### src/verilog/cpuTypesPkg.sv
`default_nettype none

// Widths and encodings shared by every block of the core
package cpuTypesPkg;

  typedef logic [7:0]  byteT;
  typedef logic [15:0] addrT;

  // Values 0..7 follow the 3-bit r field of the opcode
  typedef enum logic [4:0] {
    regB    = 5'd0,
    regC    = 5'd1,
    regD    = 5'd2,
    regE    = 5'd3,
    regH    = 5'd4,
    regL    = 5'd5,
    regHL   = 5'd6,   // (HL) in the opcode field
    regA    = 5'd7,
    regPc   = 5'd8,
    regX16  = 5'd9,
    regNull = 5'd10
  } regSelE;

  // Flags register
  typedef struct packed {
    logic       z;
    logic       n;
    logic       h;
    logic       c;
    logic [3:0] zeroBits;   // Always zero
  } flagsT;

  localparam flagsT flagsReset = 8'hB0;   // Z=1 N=0 H=1 C=1

endpackage

`default_nettype wire

### src/verilog/microcodePkg.sv
`default_nettype none

package microcodePkg;

  import cpuTypesPkg::*;

  typedef logic [6:0] uPcT;
  typedef logic [6:0] flowIdxT;

  typedef enum logic [4:0] {
    cmdNop        = 5'd0,
    cmdSetMemAddr = 5'd1,   // Latch address select
    cmdStoreMem   = 5'd2,   // Register gets read data
    cmdWriteMem   = 5'd3,
    cmdIncPcOnly  = 5'd4,
    cmdAluOp      = 5'd5,   // Operation from latched opcode
    cmdLdRR       = 5'd6,
    cmdLoadX16Lo  = 5'd7,
    cmdLoadX16Hi  = 5'd8,
    cmdJumpX16    = 5'd9,
    cmdHalt       = 5'd10
  } uopCmdE;

  typedef enum logic [2:0] {
    eofNone   = 3'd0,
    eofAlways = 3'd1,
    eofC      = 3'd2,
    eofNc     = 3'd3,
    eofZ      = 3'd4,
    eofNz     = 3'd5
  } eofCondE;

  typedef struct packed {
    logic       incPc;
    eofCondE    eofCond;
    uopCmdE     cmd;
    regSelE     src;
    logic [2:0] dst;
  } uopT;

  // Destination codes
  localparam logic [2:0] dstNone = 3'd0;
  localparam logic [2:0] dstOpR  = 3'd1;   // Opcode bits 5:3
  localparam logic [2:0] dstA    = 3'd2;

  // Flow start addresses in the micro-op ROM
  localparam flowIdxT flowNop    = 7'd0;
  localparam flowIdxT flowHalt   = 7'd1;
  localparam flowIdxT flowLdRN   = 7'd2;
  localparam flowIdxT flowLdRR   = 7'd4;
  localparam flowIdxT flowLdRHl  = 7'd5;
  localparam flowIdxT flowLdHlR  = 7'd8;
  localparam flowIdxT flowAlu    = 7'd11;
  localparam flowIdxT flowIncDec = 7'd12;
  localparam flowIdxT flowJp     = 7'd13;
  localparam flowIdxT flowJpNz   = 7'd17;
  localparam flowIdxT flowJpZ    = 7'd21;
  localparam flowIdxT flowJpNc   = 7'd25;
  localparam flowIdxT flowJpC    = 7'd29;

endpackage

`default_nettype wire

### src/verilog/aluFlags.sv
`default_nettype none

module aluFlags
  import cpuTypesPkg::*;
  import microcodePkg::*;
(
  input  logic  iClock,
  input  logic  rstN,
  input  uopT   uop,
  input  byteT  opcode,
  input  logic  flowActive,
  input  byteT  srcData,
  input  byteT  regA,
  input  byteT  memRdData,
  output flagsT flags,
  output logic  wrEn,
  output byteT  wrData
);

  logic [8:0] addFull;
  logic [8:0] subFull;
  logic [4:0] addHalf;
  logic [4:0] subHalf;
  byteT       result;
  flagsT      nextFlags;

  assign addFull = {1'b0, regA} + {1'b0, srcData};
  assign subFull = {1'b0, regA} - {1'b0, srcData};
  assign addHalf = {1'b0, regA[3:0]} + {1'b0, srcData[3:0]};
  assign subHalf = {1'b0, regA[3:0]} - {1'b0, srcData[3:0]};   // Bit 4 is the borrow

  always_comb
  begin
    result    = srcData;   // Register move
    nextFlags = flags;
    if (uop.cmd == cmdStoreMem)
      result = memRdData;
    else if (uop.cmd == cmdAluOp)
    begin
      if (opcode[7:6] == 2'b00)
      begin
        // INC and DEC leave C alone
        if (opcode[0])
        begin
          result      = srcData - 8'd1;
          nextFlags.n = 1'b1;
          nextFlags.h = (result[3:0] == 4'hF);
        end
        else
        begin
          result      = srcData + 8'd1;
          nextFlags.n = 1'b0;
          nextFlags.h = (result[3:0] == 4'h0);
        end
      end
      else
      begin
        nextFlags.n = 1'b0;
        nextFlags.c = 1'b0;
        nextFlags.h = 1'b0;
        case (opcode[5:3])
          3'b000:
          begin
            result      = addFull[7:0];
            nextFlags.h = addHalf[4];
            nextFlags.c = addFull[8];
          end
          3'b010:
          begin
            result      = subFull[7:0];
            nextFlags.n = 1'b1;
            nextFlags.h = subHalf[4];
            nextFlags.c = subFull[8];
          end
          3'b100:
          begin
            result      = regA & srcData;
            nextFlags.h = 1'b1;
          end
          3'b101:  result = regA ^ srcData;
          default: result = regA | srcData;   // OR, other codes never get here
        endcase
      end
      nextFlags.z = (result == 8'h00);
    end
  end

  assign wrData = result;
  assign wrEn   = flowActive && (uop.cmd == cmdStoreMem || uop.cmd == cmdLdRR ||
                  uop.cmd == cmdAluOp);

  always_ff @(posedge iClock)
  begin
    if (!rstN)
      flags <= flagsReset;
    else if (flowActive && uop.cmd == cmdAluOp)
      flags <= nextFlags;
  end

endmodule

`default_nettype wire

### src/verilog/flowSequencer.sv
`default_nettype none

module flowSequencer
  import cpuTypesPkg::*;
  import microcodePkg::*;
(
  input  logic  iClock,
  input  logic  rstN,
  input  byteT  memRdData,
  input  flagsT flags,
  output uopT   uop,
  output byteT  opcode,
  output logic  flowActive,
  output logic  flowStart,
  output logic  retire,
  output logic  halted
);

  typedef enum logic [1:0] {
    afterReset,
    startFlow,
    runFlow,
    endFlow
  } flowStateE;

  flowStateE state;
  flowStateE nextState;
  uPcT       uPc;
  flowIdxT   flowIdx;
  logic      eofHit;

  microcodeRom microcodeRom_inst (
    .opcode  (memRdData),   // Lookup on the byte being fetched
    .flowIdx (flowIdx),
    .uPc     (uPc),
    .uop     (uop)
  );

  assign flowStart  = (state == startFlow);
  assign flowActive = (state == runFlow);
  assign retire     = flowActive && eofHit;

  always_comb
  begin
    case (uop.eofCond)
      eofAlways: eofHit = 1'b1;
      eofC:      eofHit = flags.c;
      eofNc:     eofHit = !flags.c;
      eofZ:      eofHit = flags.z;
      eofNz:     eofHit = !flags.z;
      default:   eofHit = 1'b0;
    endcase
  end

  always_comb
  begin
    nextState = state;
    case (state)
      afterReset: nextState = startFlow;
      startFlow:  nextState = runFlow;
      runFlow:    if (eofHit) nextState = endFlow;
      endFlow:    if (!halted) nextState = startFlow;   // Parked once halted
      default:    nextState = afterReset;
    endcase
  end

  always_ff @(posedge iClock)
  begin
    if (!rstN)
    begin
      state  <= afterReset;
      uPc    <= '0;
      halted <= 1'b0;
    end
    else
    begin
      state <= nextState;
      if (flowStart)
        uPc <= flowIdx;
      else if (flowActive && uop.cmd != cmdHalt)
        uPc <= uPc + 7'd1;
      if (flowActive && uop.cmd == cmdHalt)
        halted <= 1'b1;
    end
  end

  always_ff @(posedge iClock)
  begin
    if (flowStart)
      opcode <= memRdData;
  end

  // The halt micro-op must close its flow or the core never parks
  haltEndsFlow: assert property (@(posedge iClock) disable iff (!rstN)
    flowActive && uop.cmd == cmdHalt |-> retire)
    else $error("halt micro-op does not end its flow");

endmodule

`default_nettype wire

### src/verilog/gbCpuCore.sv
`default_nettype none

module gbCpuCore
  import cpuTypesPkg::*;
  import microcodePkg::*;
#(
  parameter addrT resetPc = 16'h0000
)
(
  input  logic iClock,
  input  logic rstN,
  input  byteT memRdData,
  output addrT memAddr,
  output byteT memWrData,
  output logic memRead,
  output logic memWe,
  output byteT opcode,
  output logic retire,
  output logic halted
);

  uopT   uop;
  flagsT flags;
  logic  flowActive;
  logic  flowStart;
  logic  wrEn;
  byteT  wrData;
  byteT  srcData;
  byteT  accA;

  //--------------------------------------------------------------------
  // Sequencer, datapath and flags
  //--------------------------------------------------------------------
  flowSequencer flowSequencer_inst (
    .iClock     (iClock),
    .rstN       (rstN),
    .memRdData  (memRdData),
    .flags      (flags),
    .uop        (uop),
    .opcode     (opcode),
    .flowActive (flowActive),
    .flowStart  (flowStart),
    .retire     (retire),
    .halted     (halted)
  );

  registerFile #(
    .resetPc (resetPc)
  ) registerFile_inst (
    .iClock     (iClock),
    .rstN       (rstN),
    .uop        (uop),
    .opcode     (opcode),
    .flowActive (flowActive),
    .flowStart  (flowStart),
    .wrEn       (wrEn),
    .wrData     (wrData),
    .memRdData  (memRdData),
    .srcData    (srcData),
    .regA       (accA),
    .memAddr    (memAddr),
    .memWrData  (memWrData),
    .memRead    (memRead),
    .memWe      (memWe)
  );

  aluFlags aluFlags_inst (
    .iClock     (iClock),
    .rstN       (rstN),
    .uop        (uop),
    .opcode     (opcode),
    .flowActive (flowActive),
    .srcData    (srcData),
    .regA       (accA),
    .memRdData  (memRdData),
    .flags      (flags),
    .wrEn       (wrEn),
    .wrData     (wrData)
  );

endmodule

`default_nettype wire

### src/verilog/microcodeRom.sv
`default_nettype none

module microcodeRom
  import cpuTypesPkg::*;
  import microcodePkg::*;
(
  input  byteT    opcode,
  output flowIdxT flowIdx,
  input  uPcT     uPc,
  output uopT     uop
);

  function automatic uopT makeUop(input logic inc, input eofCondE eof, input uopCmdE op,
                                  input regSelE src, input logic [2:0] dst);
    return '{incPc: inc, eofCond: eof, cmd: op, src: src, dst: dst};
  endfunction

  // Opcode to flow start, first match wins
  always_comb
  begin
    flowIdx = flowNop;
    casez (opcode)
      8'h34, 8'h35, 8'h36: flowIdx = flowNop;   // (HL) forms not kept
      8'h76:               flowIdx = flowHalt;
      8'b00???110:         flowIdx = flowLdRN;
      8'b00???10?:         flowIdx = flowIncDec;
      8'b01110???:         flowIdx = flowLdHlR;
      8'b01???110:         flowIdx = flowLdRHl;
      8'b01??????:         flowIdx = flowLdRR;
      8'b10???110:         flowIdx = flowNop;
      8'b10000???, 8'b10010???, 8'b10100???, 8'b10101???, 8'b10110???:
        flowIdx = flowAlu;
      8'hC3:               flowIdx = flowJp;
      8'hC2:               flowIdx = flowJpNz;
      8'hCA:               flowIdx = flowJpZ;
      8'hD2:               flowIdx = flowJpNc;
      8'hDA:               flowIdx = flowJpC;
      default:             flowIdx = flowNop;
    endcase
  end

  always_comb
  begin
    case (uPc)
      flowNop:          uop = makeUop(1'b0, eofAlways, cmdIncPcOnly, regNull, dstNone);
      flowHalt:         uop = makeUop(1'b0, eofAlways, cmdHalt, regNull, dstNone);
      flowLdRN:         uop = makeUop(1'b0, eofNone, cmdIncPcOnly, regNull, dstNone);
      flowLdRN + 7'd1:  uop = makeUop(1'b1, eofAlways, cmdStoreMem, regNull, dstOpR);
      flowLdRR:         uop = makeUop(1'b1, eofAlways, cmdLdRR, regNull, dstOpR);
      // Address switches to HL, then back to PC
      flowLdRHl:        uop = makeUop(1'b1, eofNone, cmdSetMemAddr, regHL, dstNone);
      flowLdRHl + 7'd1: uop = makeUop(1'b0, eofNone, cmdStoreMem, regNull, dstOpR);
      flowLdRHl + 7'd2: uop = makeUop(1'b0, eofAlways, cmdSetMemAddr, regPc, dstNone);
      flowLdHlR:        uop = makeUop(1'b1, eofNone, cmdSetMemAddr, regHL, dstNone);
      flowLdHlR + 7'd1: uop = makeUop(1'b0, eofNone, cmdWriteMem, regNull, dstNone);
      flowLdHlR + 7'd2: uop = makeUop(1'b0, eofAlways, cmdSetMemAddr, regPc, dstNone);
      //----------------------------------------------------------------------
      // ALU flows
      //----------------------------------------------------------------------
      flowAlu:          uop = makeUop(1'b1, eofAlways, cmdAluOp, regNull, dstA);
      flowIncDec:       uop = makeUop(1'b1, eofAlways, cmdAluOp, regNull, dstOpR);
      //----------------------------------------------------------------------
      flowJp:           uop = makeUop(1'b0, eofNone, cmdIncPcOnly, regNull, dstNone);
      flowJp + 7'd1:    uop = makeUop(1'b1, eofNone, cmdLoadX16Lo, regNull, dstNone);
      flowJp + 7'd2:    uop = makeUop(1'b1, eofNone, cmdLoadX16Hi, regNull, dstNone);
      flowJp + 7'd3:    uop = makeUop(1'b0, eofAlways, cmdJumpX16, regNull, dstNone);
      // Conditional jumps end early when not taken
      flowJpNz:         uop = makeUop(1'b0, eofNone, cmdIncPcOnly, regNull, dstNone);
      flowJpNz + 7'd1:  uop = makeUop(1'b1, eofNone, cmdLoadX16Lo, regNull, dstNone);
      flowJpNz + 7'd2:  uop = makeUop(1'b1, eofZ, cmdLoadX16Hi, regNull, dstNone);
      flowJpNz + 7'd3:  uop = makeUop(1'b0, eofAlways, cmdJumpX16, regNull, dstNone);
      flowJpZ:          uop = makeUop(1'b0, eofNone, cmdIncPcOnly, regNull, dstNone);
      flowJpZ + 7'd1:   uop = makeUop(1'b1, eofNone, cmdLoadX16Lo, regNull, dstNone);
      flowJpZ + 7'd2:   uop = makeUop(1'b1, eofNz, cmdLoadX16Hi, regNull, dstNone);
      flowJpZ + 7'd3:   uop = makeUop(1'b0, eofAlways, cmdJumpX16, regNull, dstNone);
      flowJpNc:         uop = makeUop(1'b0, eofNone, cmdIncPcOnly, regNull, dstNone);
      flowJpNc + 7'd1:  uop = makeUop(1'b1, eofNone, cmdLoadX16Lo, regNull, dstNone);
      flowJpNc + 7'd2:  uop = makeUop(1'b1, eofC, cmdLoadX16Hi, regNull, dstNone);
      flowJpNc + 7'd3:  uop = makeUop(1'b0, eofAlways, cmdJumpX16, regNull, dstNone);
      flowJpC:          uop = makeUop(1'b0, eofNone, cmdIncPcOnly, regNull, dstNone);
      flowJpC + 7'd1:   uop = makeUop(1'b1, eofNone, cmdLoadX16Lo, regNull, dstNone);
      flowJpC + 7'd2:   uop = makeUop(1'b1, eofNc, cmdLoadX16Hi, regNull, dstNone);
      flowJpC + 7'd3:   uop = makeUop(1'b0, eofAlways, cmdJumpX16, regNull, dstNone);
      default:          uop = makeUop(1'b0, eofAlways, cmdNop, regNull, dstNone);
    endcase
  end

endmodule

`default_nettype wire

### src/verilog/registerFile.sv
`default_nettype none

module registerFile
  import cpuTypesPkg::*;
  import microcodePkg::*;
#(
  parameter addrT resetPc = 16'h0000
)
(
  input  logic  iClock,
  input  logic  rstN,
  input  uopT   uop,
  input  byteT  opcode,
  input  logic  flowActive,
  input  logic  flowStart,
  input  logic  wrEn,
  input  byteT  wrData,
  input  byteT  memRdData,
  output byteT  srcData,
  output byteT  regA,
  output addrT  memAddr,
  output byteT  memWrData,
  output logic  memRead,
  output logic  memWe
);

  byteT       gpr [8];   // B C D E H L - A, slot 6 is (HL)
  addrT       pc;
  addrT       x16;
  regSelE     addrSel;
  regSelE     srcSel;
  logic [2:0] wrSel;

  // Source register, opcode fields override the uop for r operands
  always_comb
  begin
    srcSel = uop.src;
    case (uop.cmd)
      cmdLdRR, cmdWriteMem: srcSel = regSelE'({2'b00, opcode[2:0]});
      cmdAluOp:
      begin
        if (opcode[7:6] == 2'b00)
          srcSel = regSelE'({2'b00, opcode[5:3]});   // INC/DEC
        else
          srcSel = regSelE'({2'b00, opcode[2:0]});
      end
      default: ;
    endcase
  end

  assign srcData = (srcSel <= cpuTypesPkg::regA && srcSel != regHL) ? gpr[srcSel[2:0]] : 8'h00;
  assign regA    = gpr[7];

  always_comb
  begin
    wrSel = opcode[5:3];
    if (uop.dst == dstA)
      wrSel = 3'd7;
  end

  assign memAddr   = (addrSel == regHL) ? {gpr[4], gpr[5]} : pc;
  assign memWrData = srcData;
  assign memWe     = flowActive && uop.cmd == cmdWriteMem;
  assign memRead   = flowStart || (flowActive && (uop.cmd == cmdStoreMem ||
                     uop.cmd == cmdLoadX16Lo || uop.cmd == cmdLoadX16Hi));

  always_ff @(posedge iClock)
  begin
    if (!rstN)
    begin
      for (int i = 0; i < 8; i++)
        gpr[i] <= '0;
      pc      <= resetPc;
      addrSel <= regPc;
    end
    else if (flowActive)
    begin
      if (wrEn && uop.dst != dstNone)
        gpr[wrSel] <= wrData;
      if (uop.cmd == cmdSetMemAddr)
        addrSel <= uop.src;
      if (uop.cmd == cmdJumpX16)
        pc <= x16;
      else if (uop.incPc || uop.cmd == cmdIncPcOnly)
        pc <= pc + 16'd1;
    end
  end

  // Jump target, low byte first
  always_ff @(posedge iClock)
  begin
    if (flowActive && uop.cmd == cmdLoadX16Lo)
      x16[7:0] <= memRdData;
    if (flowActive && uop.cmd == cmdLoadX16Hi)
      x16[15:8] <= memRdData;
  end

  memWeAfterAddr: assert property (@(posedge iClock) disable iff (!rstN)
    memWe |-> $past(flowActive) && $past(uop.cmd) == cmdSetMemAddr)
    else $error("memory write without a preceding address select");

endmodule

`default_nettype wire
### config.mk
export PLATFORM = sky130hd
export DESIGN_NAME = gbCpuCore
export DESIGN_NICKNAME = d
export VERILOG_FILES = /design/src/verilog/cpuTypesPkg.sv /design/src/verilog/microcodePkg.sv /design/src/verilog/aluFlags.sv /design/src/verilog/flowSequencer.sv /design/src/verilog/gbCpuCore.sv /design/src/verilog/microcodeRom.sv /design/src/verilog/registerFile.sv
export SDC_FILE = /design/constraint.sdc
export NUM_CORES = 1
export LEC_CHECK = 0
export ABC_AREA = 1
export BUFFER_PORTS_ARGS = -buffer_cell sky130_fd_sc_hd__buf_2
export CAP_MARGIN = 20
export CORE_ASPECT_RATIO = 1.4
export CORE_MARGIN = 1
export CORE_UTILIZATION = 53
export DETAILED_ROUTE_END_ITERATION = 10
export PLACE_DENSITY = 0.71
export SLEW_MARGIN = 20
export SYNTH_ARGS = -nofsm -noshare
export SYNTH_HDL_FRONTEND = slang
export SYNTH_SLANG_ARGS = --single-unit
export TNS_END_PERCENT = 50
### constraint.sdc
create_clock -name iClock -period 7.4 [get_ports iClock]
set_input_delay 1.85 -clock iClock [delete_from_list [all_inputs] [get_ports iClock]]
set_output_delay 1.85 -clock iClock [all_outputs]
set_load 0.02 [all_outputs]
Yosys cells after proc, flatten, opt, wreduce, memory -nomap -nowiden. Memories as Yosys holds them, arrays and structs flattened. A register that Yosys moved wholly into a read port is not among the register bits. Index checks and enable logic that the tools add are counted.

Bits in registers: 57. RAM bits: 64. Bits in read-only memories: 832. Bits of input ports: 10. Output and inout bits: 36. Logic and storage cells: 143. Memories kept: 2.

Add/sub/neg operators: 6. $lt $le $gt $ge: 1. Equality and inequality tests: 47. Multiplexer cells: 37. Bitwise logic cells: 5. Reduce and logical (&&, ||, !) cells: 35.

Memories: (name not given) (depth 64, bits a word 13, read ports 1, clocked after memory_dff 1, wr ports 0, line microcodeRom.sv:44) `case (uPc)`; registerFile_inst.gpr (depth 8, bits a word 8, read ports 4, clocked after memory_dff 0, wr ports 8, line registerFile.sv:27) `byteT gpr [8];`.

Operator list (number): $mux W8 (8); $mux W16 (3); $eq A8 B8 Y1 const B (5); $pmux W8 S4 (1); $eq A5 B3 Y1 const B (6); $eq A5 B5 Y1 const B (6); $pmux W5 S2 (3); $pmux W5 S6 (1); $eq A5 B4 Y1 const B (5); $eq A8 B6 Y1 const B (3); $mux W17 (1); $add A16 B1 Y16 const B (1); $pmux W5 S3 (1); $mux W7 (2); $eq A3 B2 Y1 const B (4); $eq A3 B3 Y1 const B (4); $mux W6 (2); $logic_and A1 B1 Y1 (11); $eq A5 B2 Y1 const B (2); $add A8 B8 Y9 (1); $mux W3 (3); $sub A8 B8 Y9 (1); $add A8 B1 Y8 const B (1); $and A8 B8 Y8 (1); 35 further kinds (55).

Longest topological paths before layout. Gate-level depths: netlist of run 1.

Depth in word-level cells: 15. Gate-level depth with buffers: 34. Mapped depth without buffers: 33.

Modules after synthesis. From an unflattened synthesis of run 1, not the netlist that was laid out.

Cells, all modules: 1286. Area total of the unflattened synthesis: 9143.8 um^2.

Modules (own cells, without submodules): registerFile (times used 1, cells each 629, area each 5310.1 um^2, sequential area each 2822.7 um^2); aluFlags (times used 1, cells each 387, area each 2079.5 um^2, sequential area each 80.1 um^2); flowSequencer (times used 1, cells each 122, area each 987.2 um^2, sequential area each 440.4 um^2); microcodeRom (times used 1, cells each 148, area each 767.0 um^2, sequential area each 0.0 um^2).

Least setup slack after synthesis of run 1. No wires, ideal clock.

Path type: register to output. From: register flowSequencer_inst.opcode[0]. To: output port memWrData[1]. Data arrival time: 2172 ps. Data required time: 5550 ps. Setup slack: 3378 ps. Cell stages (with the launch flop): 13. Path buffers: 2. Path through: edfxtp_1 > inv_1 > nand2_1 > nand2_1 > nor2_4 > inv_2 > nand2_2 > buf_6 > buf_2 > nor2_1 > o221ai_1 > nand3_1 > inv_1.

Longest elaborated chain between the ends: 5. Elaborated cells on any way between the ends: 7. Classes of those cells: order compare (1); eq/ne (1); mux (3); reduce/logical (1); memory (1).

Ends and longest elaborated chain: start, declared (line flowSequencer.sv:12) `output byteT opcode,`; start signal, assigned (line flowSequencer.sv:90) `opcode <= memRdData;`; $mux W3 (line registerFile.sv:42) `if (opcode[7:6] == 2'b00)`; $pmux W5 S2 (*) (line registerFile.sv:38) `case (uop.cmd)`; $le A5 B3 Y1 or $ne A5 B3 Y1 (tied branches) (line registerFile.sv:51) `assign srcData = (srcSel <= cpuTypesPkg::regA && srcSel != regHL) ? gpr[srcSel[2:0]] : 8'h00;`; $logic_and A1 B1 Y1 (line registerFile.sv:51); $mux W8 (*) (line registerFile.sv:51); end, declared (line gbCpuCore.sv:14) `output byteT memWrData,`.

Mark *: on every way between the ends. The rest lies on a longest branch, timed or not.

Worst setup path in the final report of run 1.
From: register flowSequencer_inst.opcode[7]. To: output port memWrData[1].

Longest elaborated chain between the ends: 6. Elaborated cells on any way between the ends: 8. Classes of those cells: order compare (1); eq/ne (1); mux (3); reduce/logical (2); memory (1).

Ends and longest elaborated chain (line): $logic_not A2 Y1 (*) (registerFile.sv:42); $mux W3 (*) (registerFile.sv:42); $pmux W5 S2 (*) (registerFile.sv:38); $le A5 B3 Y1 or $ne A5 B3 Y1 (tied branches) (registerFile.sv:51); $logic_and A1 B1 Y1 (registerFile.sv:51); $mux W8 (*) (registerFile.sv:51).

Marked as above.

==> flow_metrics.tcl, run 1 <==
set metrics [dict create \
    status "finished clean" \
    clock_latency_ns 0.42 \
    rsz0062_at_grt "no" \
    ys_seq_area_frac 0.407 \
    synth_compound_area_frac 0.179 \
    required_ns 5.55 \
    routed_via_density 5.76 \
    dp_hpwl_mm 17.8 \
    path_class "reg2out" \
    grt_overflow 0 \
    ys_ff_latch 128 \
    synth_edf_count 84 \
    hp-start "flowSequencer_inst.halted" \
    crit_fanout 18 \
    postRouteAntennaNets 0 \
    n_antenna_cell 0 \
    grt_pass1_wl_mm 37.1 \
    final_common_cell "nand2_1" \
    drv_cap 0 \
    max_freq_ghz 0.191 \
    period_minus_slack_ns 5.24 \
    p_int_mw 1.50 \
    post_drt_wl_per_cell_um 18.2 \
    worstPathArrival_ns 3.39 \
    cts_tree "done" \
    start_kind "register" \
    firstDrtPassIters 5 \
    post_cts_resized 0 \
    fin_worst_skew_ns 0.00869 \
    synthAdderAreaFrac 0.0775 \
    area_growth_pct 11.2 \
    slew_violations 0 \
    powerDensity_nw_per_um2 270 \
    ctsHtreeMaxLevel 4 \
    drive_gt1_frac 0.137 \
    die_h_um 151 \
    r2r-end "registerFile_inst.gpr[4][4]" \
    numCtsBuffers 17 \
    fin_nets 1156 \
    rrSetupSlack_ns 2.50 \
    synth_cell_types 57 \
    postCtsHoldBufs 0 \
    reg2regPathDepth 23 \
    ys.flop_type "edfxtp_1" \
    die-area_um2 16300 \
    io_buffers 45 \
    worstMarginPinSlew_ns 1.03 \
    pwr-share-comb 0.349 \
    timing.rr.start "flowSequencer_inst.opcode[7]" \
    antenna_found_initial 0 \
    clockBufferDepth 2 \
    hold_depth 2 \
    synth_top_family_by_area "simple AND/OR/NAND/NOR gates" \
    synthArstFlopShare 0 \
    grt_pass1_vias 7138 \
    syn-num-nets 1115 \
    p_sw_frac 0.401 \
    cts_sinks 128 \
    track_usage 0.305 \
    seq_power_share 0.330 \
    yosys.area_share.simple 0.252 \
    fillers 1393 \
    p_sw_mw 1.01 \
    routed_wl_mm 23.7 \
    cp-end-kind "output pin" \
    path_clk_slew_ns 0.06 \
    clockPowerShare 0.321 \
    yosys_warnings 0 \
    period_share 0.709 \
    peakVddDrop_mv 0.159 \
    core-area_um2 15500 \
    p_leak_nw 3.92 \
    avgSynthCellArea_um2 7.93 \
    min_to "flowSequencer_inst.halted" \
    grt_max_degree 33 \
    route.vias.total 7522 \
    place_congestion 0.975 \
    hp-class "reg2reg" \
    max-slew-margin-rel 0.310 \
    drc 0 \
    synth_mux_area_frac 0 \
    drt-initial-drc-count 594 \
    final_cell_mix "nand2_1, nor2_1, inv_1" \
    setup-tns-final_ns 0 \
    fin_total_pwr_mw 2.51 \
    root_buffer "clkbuf_16" \
    die_w_um 108 \
    setup_viol 0 \
    rows 54 \
    synthCells 1055 \
    hold_violations 0 \
    start_util 0.541 \
    io_pins 46 \
    post_cts_buffers 0 \
    synth-xor-area-share 0.00838 \
    syn_area_um2 8360 \
]
## through the flow
stage | util | area, um2 | worst slack, ns | std cells | hold WS (ns)
after detailed placement | 0.564 | 8720 | 2.50 | 1273 | 0.461
after CTS | 0.601 | 9290 | 2.16 | 1305 | 0.470
final | 0.601 | 9300 | 2.16 | 1305 | 0.467
after global placement | 0.564 | 8720 | 2.52 | 1273 | 0.445
after floorplan | - | 8360 | 3.38 | 1055 | 0.458
after global routing | 0.601 | 9300 | 1.95 | 1305 | 0.508
## cells in the mapped netlist (14+ instances only)
cell / count / area, um2
a21oi_1: 96 / 480
clkbuf_1: 14 / 52.6
dfxtp_1: 44 / 881
edfxtp_1: 84 / 2520
ha_1: 47 / 588
inv_1: 114 / 428
nand2_1: 197 / 739
nand2_2: 14 / 87.6
nand3_1: 47 / 235
nor2_1: 138 / 518
nor3_1: 18 / 90.1
o21ai_0: 76 / 380
## layer usage
metal | routed length (um) | vias up | track usage
met2 | 12000 | 303 | 0.531
met4 | 988 | 0 | 0.147
met1 | 9260 | 3485 | 0.357
met3 | 1500 | 60 | 0.0584
met5 | 0 | - | 0
li1 | - | 3674 | -
## cell families after synthesis
kind of cell	Yosys count
and+or+nand+nor	460
adders and majority gates	50
buffers and inverters	158
xor gates and xnor gates	8
DFF	128
AOI/OAI and AO/OA	251
## cell type report
| cell class | instances | area [um2] | share of cell area |
|---|---|---|---|
| Timing Repair Buffer | 48 | 248 | 0.0266 |
| Clock buffer | 17 | 425 | 0.0457 |
| Clock inverter | 15 | 144 | 0.0155 |
| Inverter | 132 | 495 | 0.0533 |
| Tap cell | 196 | 245 | 0.0264 |
| Multi-Input combinational cell | 769 | 4340 | 0.467 |
| Sequential cell | 128 | 3400 | 0.366 |
## worst max-delay path: stages (launching register included)
cell,delay [ns]
edfxtp_1,0.42
nor2_2,0.60
nand2_1,0.11
nand2_1,0.14
nor2_4,0.06
a21oi_4,0.44
o21ai_0,0.20
o221ai_1,0.23
nand3_1,0.23
inv_1,0.31
buf_2,0.22
## how the worst max path moves through the flow
stage / start / to / slack, ns / cells past startpoint
6_report: flowSequencer_inst.opcode[7] / memWrData[1] / 2.16 / 10
5_1_grt: flowSequencer_inst.opcode[7] / memWrData[1] / 1.95 / 10
4_1_cts: flowSequencer_inst.opcode[7] / memWrData[1] / 2.16 / 10
3_5_place_dp: flowSequencer_inst.opcode[7] / registerFile_inst.gpr[4][4] / 2.50 / 23
3_3_place_gp: flowSequencer_inst.uPc[6] / registerFile_inst.gpr[4][4] / 2.52 / 28
2_1_floorplan: flowSequencer_inst.opcode[0] / memWrData[1] / 3.38 / 12
## power by group through the flow
stage          registers [mW]  clock network (mW)  logic (mW)
6_report                0.828               0.806       0.877
5_1_grt                 0.831               0.838       0.965
4_1_cts                 0.827               0.807       0.864
3_5_place_dp            0.843                   0       0.859
3_3_place_gp            0.841                   0       0.859
2_1_floorplan           0.836                   0       0.642
(Power assumes the default switching activity.)
==> run 2, diff against run 1 <==
==> constraint.sdc (replaced) <==
create_clock -name iClock -period 4.95 [get_ports iClock]
set_input_delay 1.2375 -clock iClock [delete_from_list [all_inputs] [get_ports iClock]]
set_output_delay 1.2375 -clock iClock [all_outputs]
set_load 0.02 [all_outputs]
==> run 2 against run 1 <==
Against the previous run:
- non-clock buffer count rose by 15
- largest cell class unchanged
- worst hold slack got worse by 0.0081 ns
- clock power rose by 49%
- sequential power rose by 49%
- first-iteration DRC count fell by 8.8%
- power rose by 50%
==> flow_metrics.tcl, run 2 (synthesized netlist as in run 1, its figures left out) <==
set metrics [dict create \
    hp-start "flowSequencer_inst.halted" \
    max-slew-margin-rel 0.332 \
    clockBufferDepth 2 \
    drc 0 \
    rsz0062_at_grt "no" \
    period_minus_slack_ns 4.62 \
    setup_viol 0 \
    rows 54 \
    peakVddDrop_mv 0.273 \
    track_usage 0.303 \
    routed_via_density 5.74 \
    grt_overflow 0 \
    fin_worst_skew_ns 0.0100 \
    grt_max_degree 33 \
    route.vias.total 7576 \
    io_buffers 45 \
    crit_start "flowSequencer_inst.opcode[6]" \
    cts_tree "done" \
    max_freq_ghz 0.216 \
    core-area_um2 15500 \
    ctsHtreeMaxLevel 4 \
    worstPathArrival_ns 4.77 \
    timing.rr.start "flowSequencer_inst.opcode[6]" \
    grt_pass1_vias 7225 \
    clock_latency_ns 0.41 \
    hold_violations 0 \
    period_share 0.934 \
    drv_cap 0 \
    postRouteAntennaNets 0 \
    die_h_um 151 \
    setup-tns-final_ns 0 \
    cts_sinks 128 \
    start_kind "register" \
    die_w_um 108 \
    status "finished clean" \
    numCtsBuffers 17 \
    n_antenna_cell 0 \
    area_growth_pct 12.5 \
    crit_fanout 29 \
    firstDrtPassIters 5 \
    drive_gt1_frac 0.149 \
    routed_wl_mm 23.8 \
    slew_violations 0 \
    io_pins 46 \
    path_class "reg2reg" \
    post_drt_wl_per_cell_um 18.0 \
    utilization 0.608 \
    path_clk_slew_ns 0.07 \
    final_cell_mix "nand2_1, nor2_1, inv_1" \
    fin_total_pwr_mw 3.77 \
    dp_hpwl_mm 17.9 \
    required_ns 5.09 \
    fin_nets 1171 \
    cp-end-kind "register" \
    powerDensity_nw_per_um2 400 \
    die-area_um2 16300 \
    root_buffer "clkbuf_16" \
    antenna_found_initial 0 \
    place_congestion 0.967 \
    drt-initial-drc-count 542 \
    worstMarginPinSlew_ns 0.999 \
    p_leak_nw 3.98 \
    start_util 0.541 \
    hp-class "reg2reg" \
    final_common_cell "nand2_1" \
    grt_pass1_wl_mm 37.2 \
]
## run 2: cell count changes in the layout (fill, tap and decap cells not counted), sizes merged
cell      delta
buf         +15
clkinvlp     +1
inv          -1
## run 2: worst paths after layout
kind	to	slack (ns)	depth (start not counted)
max	registerFile_inst.gpr[0][1]	0.33	23
min	flowSequencer_inst.halted	0.46	2
max reg2reg	registerFile_inst.gpr[0][1]	0.33	23
min reg2reg	flowSequencer_inst.halted	0.46	2
## run 2: area by class of cell
type / count / area (um2)
multi-input cells: 769 / 4330
clock buffers: 17 / 425
fillers: 1411 / 6070
inverters: 132 / 498
well taps: 196 / 245
flip-flops and latches: 128 / 3400
clock inverters: 15 / 144
repair buffers: 63 / 360
## run 2: per-layer routing
layer	part of all wire	GRT usage	wire length, um
met1	0.39	0.359	9340
met2	0.50	0.525	11900
met3	0.058	0.0411	1390
met4	0.048	0.166	1150
met5	0	0	0
## run 2: timing repair
| action | in CTS | in global routing |
|---|---|---|
| hold buffers | 0 | 0 |
| setup buffers | 0 | 1 |
| resized for setup | 0 | 2 |
| setup endpoints to repair | 0 | 31 |
## run 2: power breakdown
| part | internal [mW] | switching (mW) |
|---|---|---|
| Sequential | 1.19 | 0.0406 |
| Combinational | 0.410 | 0.930 |
| Clock | 0.666 | 0.531 |
| Total | 2.26 | 1.50 |
## run 2: worst max-delay path, stage by stage (launching register included)
cell,delay [ns]
edfxtp_1,0.42
inv_1,0.07
nand2_1,0.16
nand2_1,0.12
nand2_1,0.10
nor2_4,0.16
inv_2,0.06
nand2_2,0.41
nand2_1,0.12
nand3_1,0.14
nand2_1,0.07
nand2_2,0.07
nand3_2,0.10
inv_2,0.17
ha_1,0.25
fa_1,0.44
nand2_1,0.07
o21ai_0,0.09
a221oi_1,0.31
a21oi_1,0.14
o21ai_0,0.18
a21oi_1,0.10
a21oi_2,0.46
nor2_1,0.11
## run 2: per-stage QoR
stage	instance area (um2)	setup slack [ns]	cells	hold slack [ns]
floorplan	8360	1.02	1055	0.458
global placement	8830	0.296	1287	0.446
detailed placement	8830	0.236	1287	0.455
CTS	9400	0.220	1319	0.465
global route	9410	0.0171	1320	0.490
finish	9410	0.326	1320	0.459
==> run 3, diff against run 2 <==
--- a/config.mk
+++ b/config.mk
@@ -7,12 +7,13 @@
 export LEC_CHECK = 0
 export ABC_AREA = 1
 export BUFFER_PORTS_ARGS = -buffer_cell sky130_fd_sc_hd__buf_2
-export CAP_MARGIN = 20
+export CAP_MARGIN = 25
 export CORE_ASPECT_RATIO = 1.4
 export CORE_MARGIN = 1
 export CORE_UTILIZATION = 53
 export DETAILED_ROUTE_END_ITERATION = 10
 export PLACE_DENSITY = 0.71
+export REMOVE_ABC_BUFFERS = 1
 export SLEW_MARGIN = 20
 export SYNTH_ARGS = -nofsm -noshare
 export SYNTH_HDL_FRONTEND = slang
==> run 3 against run 2 <==
Against the previous run:
- sequential power hardly changed
- combinational power is essentially flat
- register-to-register slack improved by 0.03 ns
- non-clock buffer count rose by 1
- first-iteration DRC count rose by 19%
- clock skew is 0.0022 ns higher
- sequential share of layout area shrank 0.13 points
- clock-buffer cell count rose by 3
- via count increased by 1.2%
- highest routed layer unchanged
==> flow_metrics.tcl, run 3 (synthesized netlist as in run 1, its figures left out) <==
set metrics [dict create \
    worstPathArrival_ns 4.75 \
    slew_violations 0 \
    utilization 0.610 \
    firstDrtPassIters 6 \
    die-area_um2 16300 \
    final_cell_mix "nand2_1, nor2_1, inv_1" \
    die_h_um 151 \
    root_buffer "clkbuf_16" \
    io_buffers 45 \
    clockBufferDepth 2 \
    antenna_found_initial 0 \
    reg2regPathDepth 29 \
    hp-start "flowSequencer_inst.halted" \
    dp_worst_setup_slack_ns 0.346 \
    core-area_um2 15500 \
    p_int_mw 2.37 \
    start_util 0.541 \
    n_antenna_cell 0 \
    period_minus_slack_ns 4.60 \
    clockPowerShare 0.329 \
    drive_gt1_frac 0.148 \
    placed_cells 1288 \
    rows 54 \
    hp-class "reg2reg" \
    worstMarginPinSlew_ns 0.738 \
    max-slew-margin-rel 0.502 \
    pwr-share-comb 0.352 \
    track_usage 0.325 \
    hold_depth 2 \
    routed_via_density 5.81 \
    multi_input_area_um2 4320 \
    drc 0 \
    grt_pass1_wl_mm 39.1 \
    seq_power_share 0.318 \
    p_sw_frac 0.387 \
    fin_total_pwr_mw 3.86 \
    post_drt_wl_per_cell_um 19.1 \
    route.vias.total 7669 \
    grt_pass1_vias 7349 \
    postRouteAntennaNets 0 \
    p_leak_nw 4.02 \
    required_ns 5.10 \
    regArea_um2 3400 \
    setup_viol 0 \
    drt-initial-drc-count 644 \
    path_clk_slew_ns 0.06 \
    numCtsBuffers 17 \
    cp-end-kind "register" \
    area_growth_pct 12.9 \
    layout.cells.non_filler 1321 \
    timing.rr.start "flowSequencer_inst.uPc[6]" \
    grt_overflow 0 \
    peakVddDrop_mv 0.256 \
    place_area_um2 8840 \
    hold_violations 0 \
    place_congestion 0.976 \
    period_share 0.929 \
    cts_sinks 128 \
    die_w_um 108 \
    hold_ws_ns 0.481 \
    fillers 1413 \
    setup_ws_ns 0.353 \
    fin_worst_skew_ns 0.0122 \
    cts_tree "done" \
    grt_max_degree 24 \
    io_pins 46 \
    dp_hpwl_mm 18.8 \
    start_kind "register" \
    rsz0062_at_grt "no" \
    crit_fanout 14 \
    clock_latency_ns 0.42 \
    max_freq_ghz 0.218 \
    routed_wl_mm 25.2 \
    cp_slowest_cell "fa_1" \
    path_class "reg2reg" \
    final_common_cell "nand2_1" \
    final_area_um2 9440 \
    ctsHtreeMaxLevel 4 \
    fin_nets 1172 \
    powerDensity_nw_per_um2 409 \
    p_sw_mw 1.49 \
    setup-tns-final_ns 0 \
    drv_cap 0 \
    status "finished clean" \
    cpMostUsedCell "nand2_1" \
    worst_path_largest_cell_delay_ns 0.47 \
    crit_start "flowSequencer_inst.uPc[6]" \
]
==> run 3: changes by cell type in the layout (fill, tap and decap cells not counted), sizes merged <==
cell / previous run / this run
clkbuf: 17 / 20
clkinv: 7 / 8
bufinv: 0 / 1
clkinvlp: 4 / 1
inv: 136 / 134
buf: 63 / 64
==> run 3: per-layer routing <==
metal  vias up  part of all wire  track usage
met5         -                 0            0
met4         0             0.050        0.177
met3        72             0.072       0.0545
met2       344              0.48        0.538
met1      3539              0.40        0.399
li1       3714                 -            -
==> run 3: power groups by stage <==
stage	logic (mW)	registers [mW]	clock network (mW)
after floorplan	0.927	1.25	0
after global placement	1.32	1.25	0
after detailed placement	1.33	1.25	0
after CTS	1.33	1.23	1.28
after global routing	1.49	1.24	1.32
final	1.36	1.23	1.27
==> run 3: critical path, delay by kind of cell (launching register included) <==
| family | cells | cell delay, ns |
|---|---|---|
| AND/OR/NAND/NOR | 18 | 1.91 |
| AO/OA/AOI/OAI | 6 | 0.93 |
| buffers and inverters | 4 | 0.69 |
| adder cells (fa/ha/maj) | 1 | 0.47 |
| flip-flops | 1 | 0.34 |
==> run 3: worst paths after layout <==
kind                                      end  slack, ns
hold reg to reg     flowSequencer_inst.halted       0.48
setup / recovery  registerFile_inst.gpr[1][6]       0.35
hold / removal      flowSequencer_inst.halted       0.48
setup reg to reg  registerFile_inst.gpr[1][6]       0.35
==> run 3: final cells by class <==
cell class              instances  share of cell area
clock buffers                  20              0.0508
inverters                     132              0.0525
repair buffers                 64              0.0398
flip-flops and latches        128               0.360
clock inverters                12              0.0126
multi-input cells             769               0.458
well taps                     196              0.0260
==> run 3: what timing repair did <==
action | 4_1_cts | 5_1_grt
setup endpoints to repair | 0 | 23
buffers inserted | 0 | 1
hold buffers | 0 | 0
resized for setup | 0 | 1
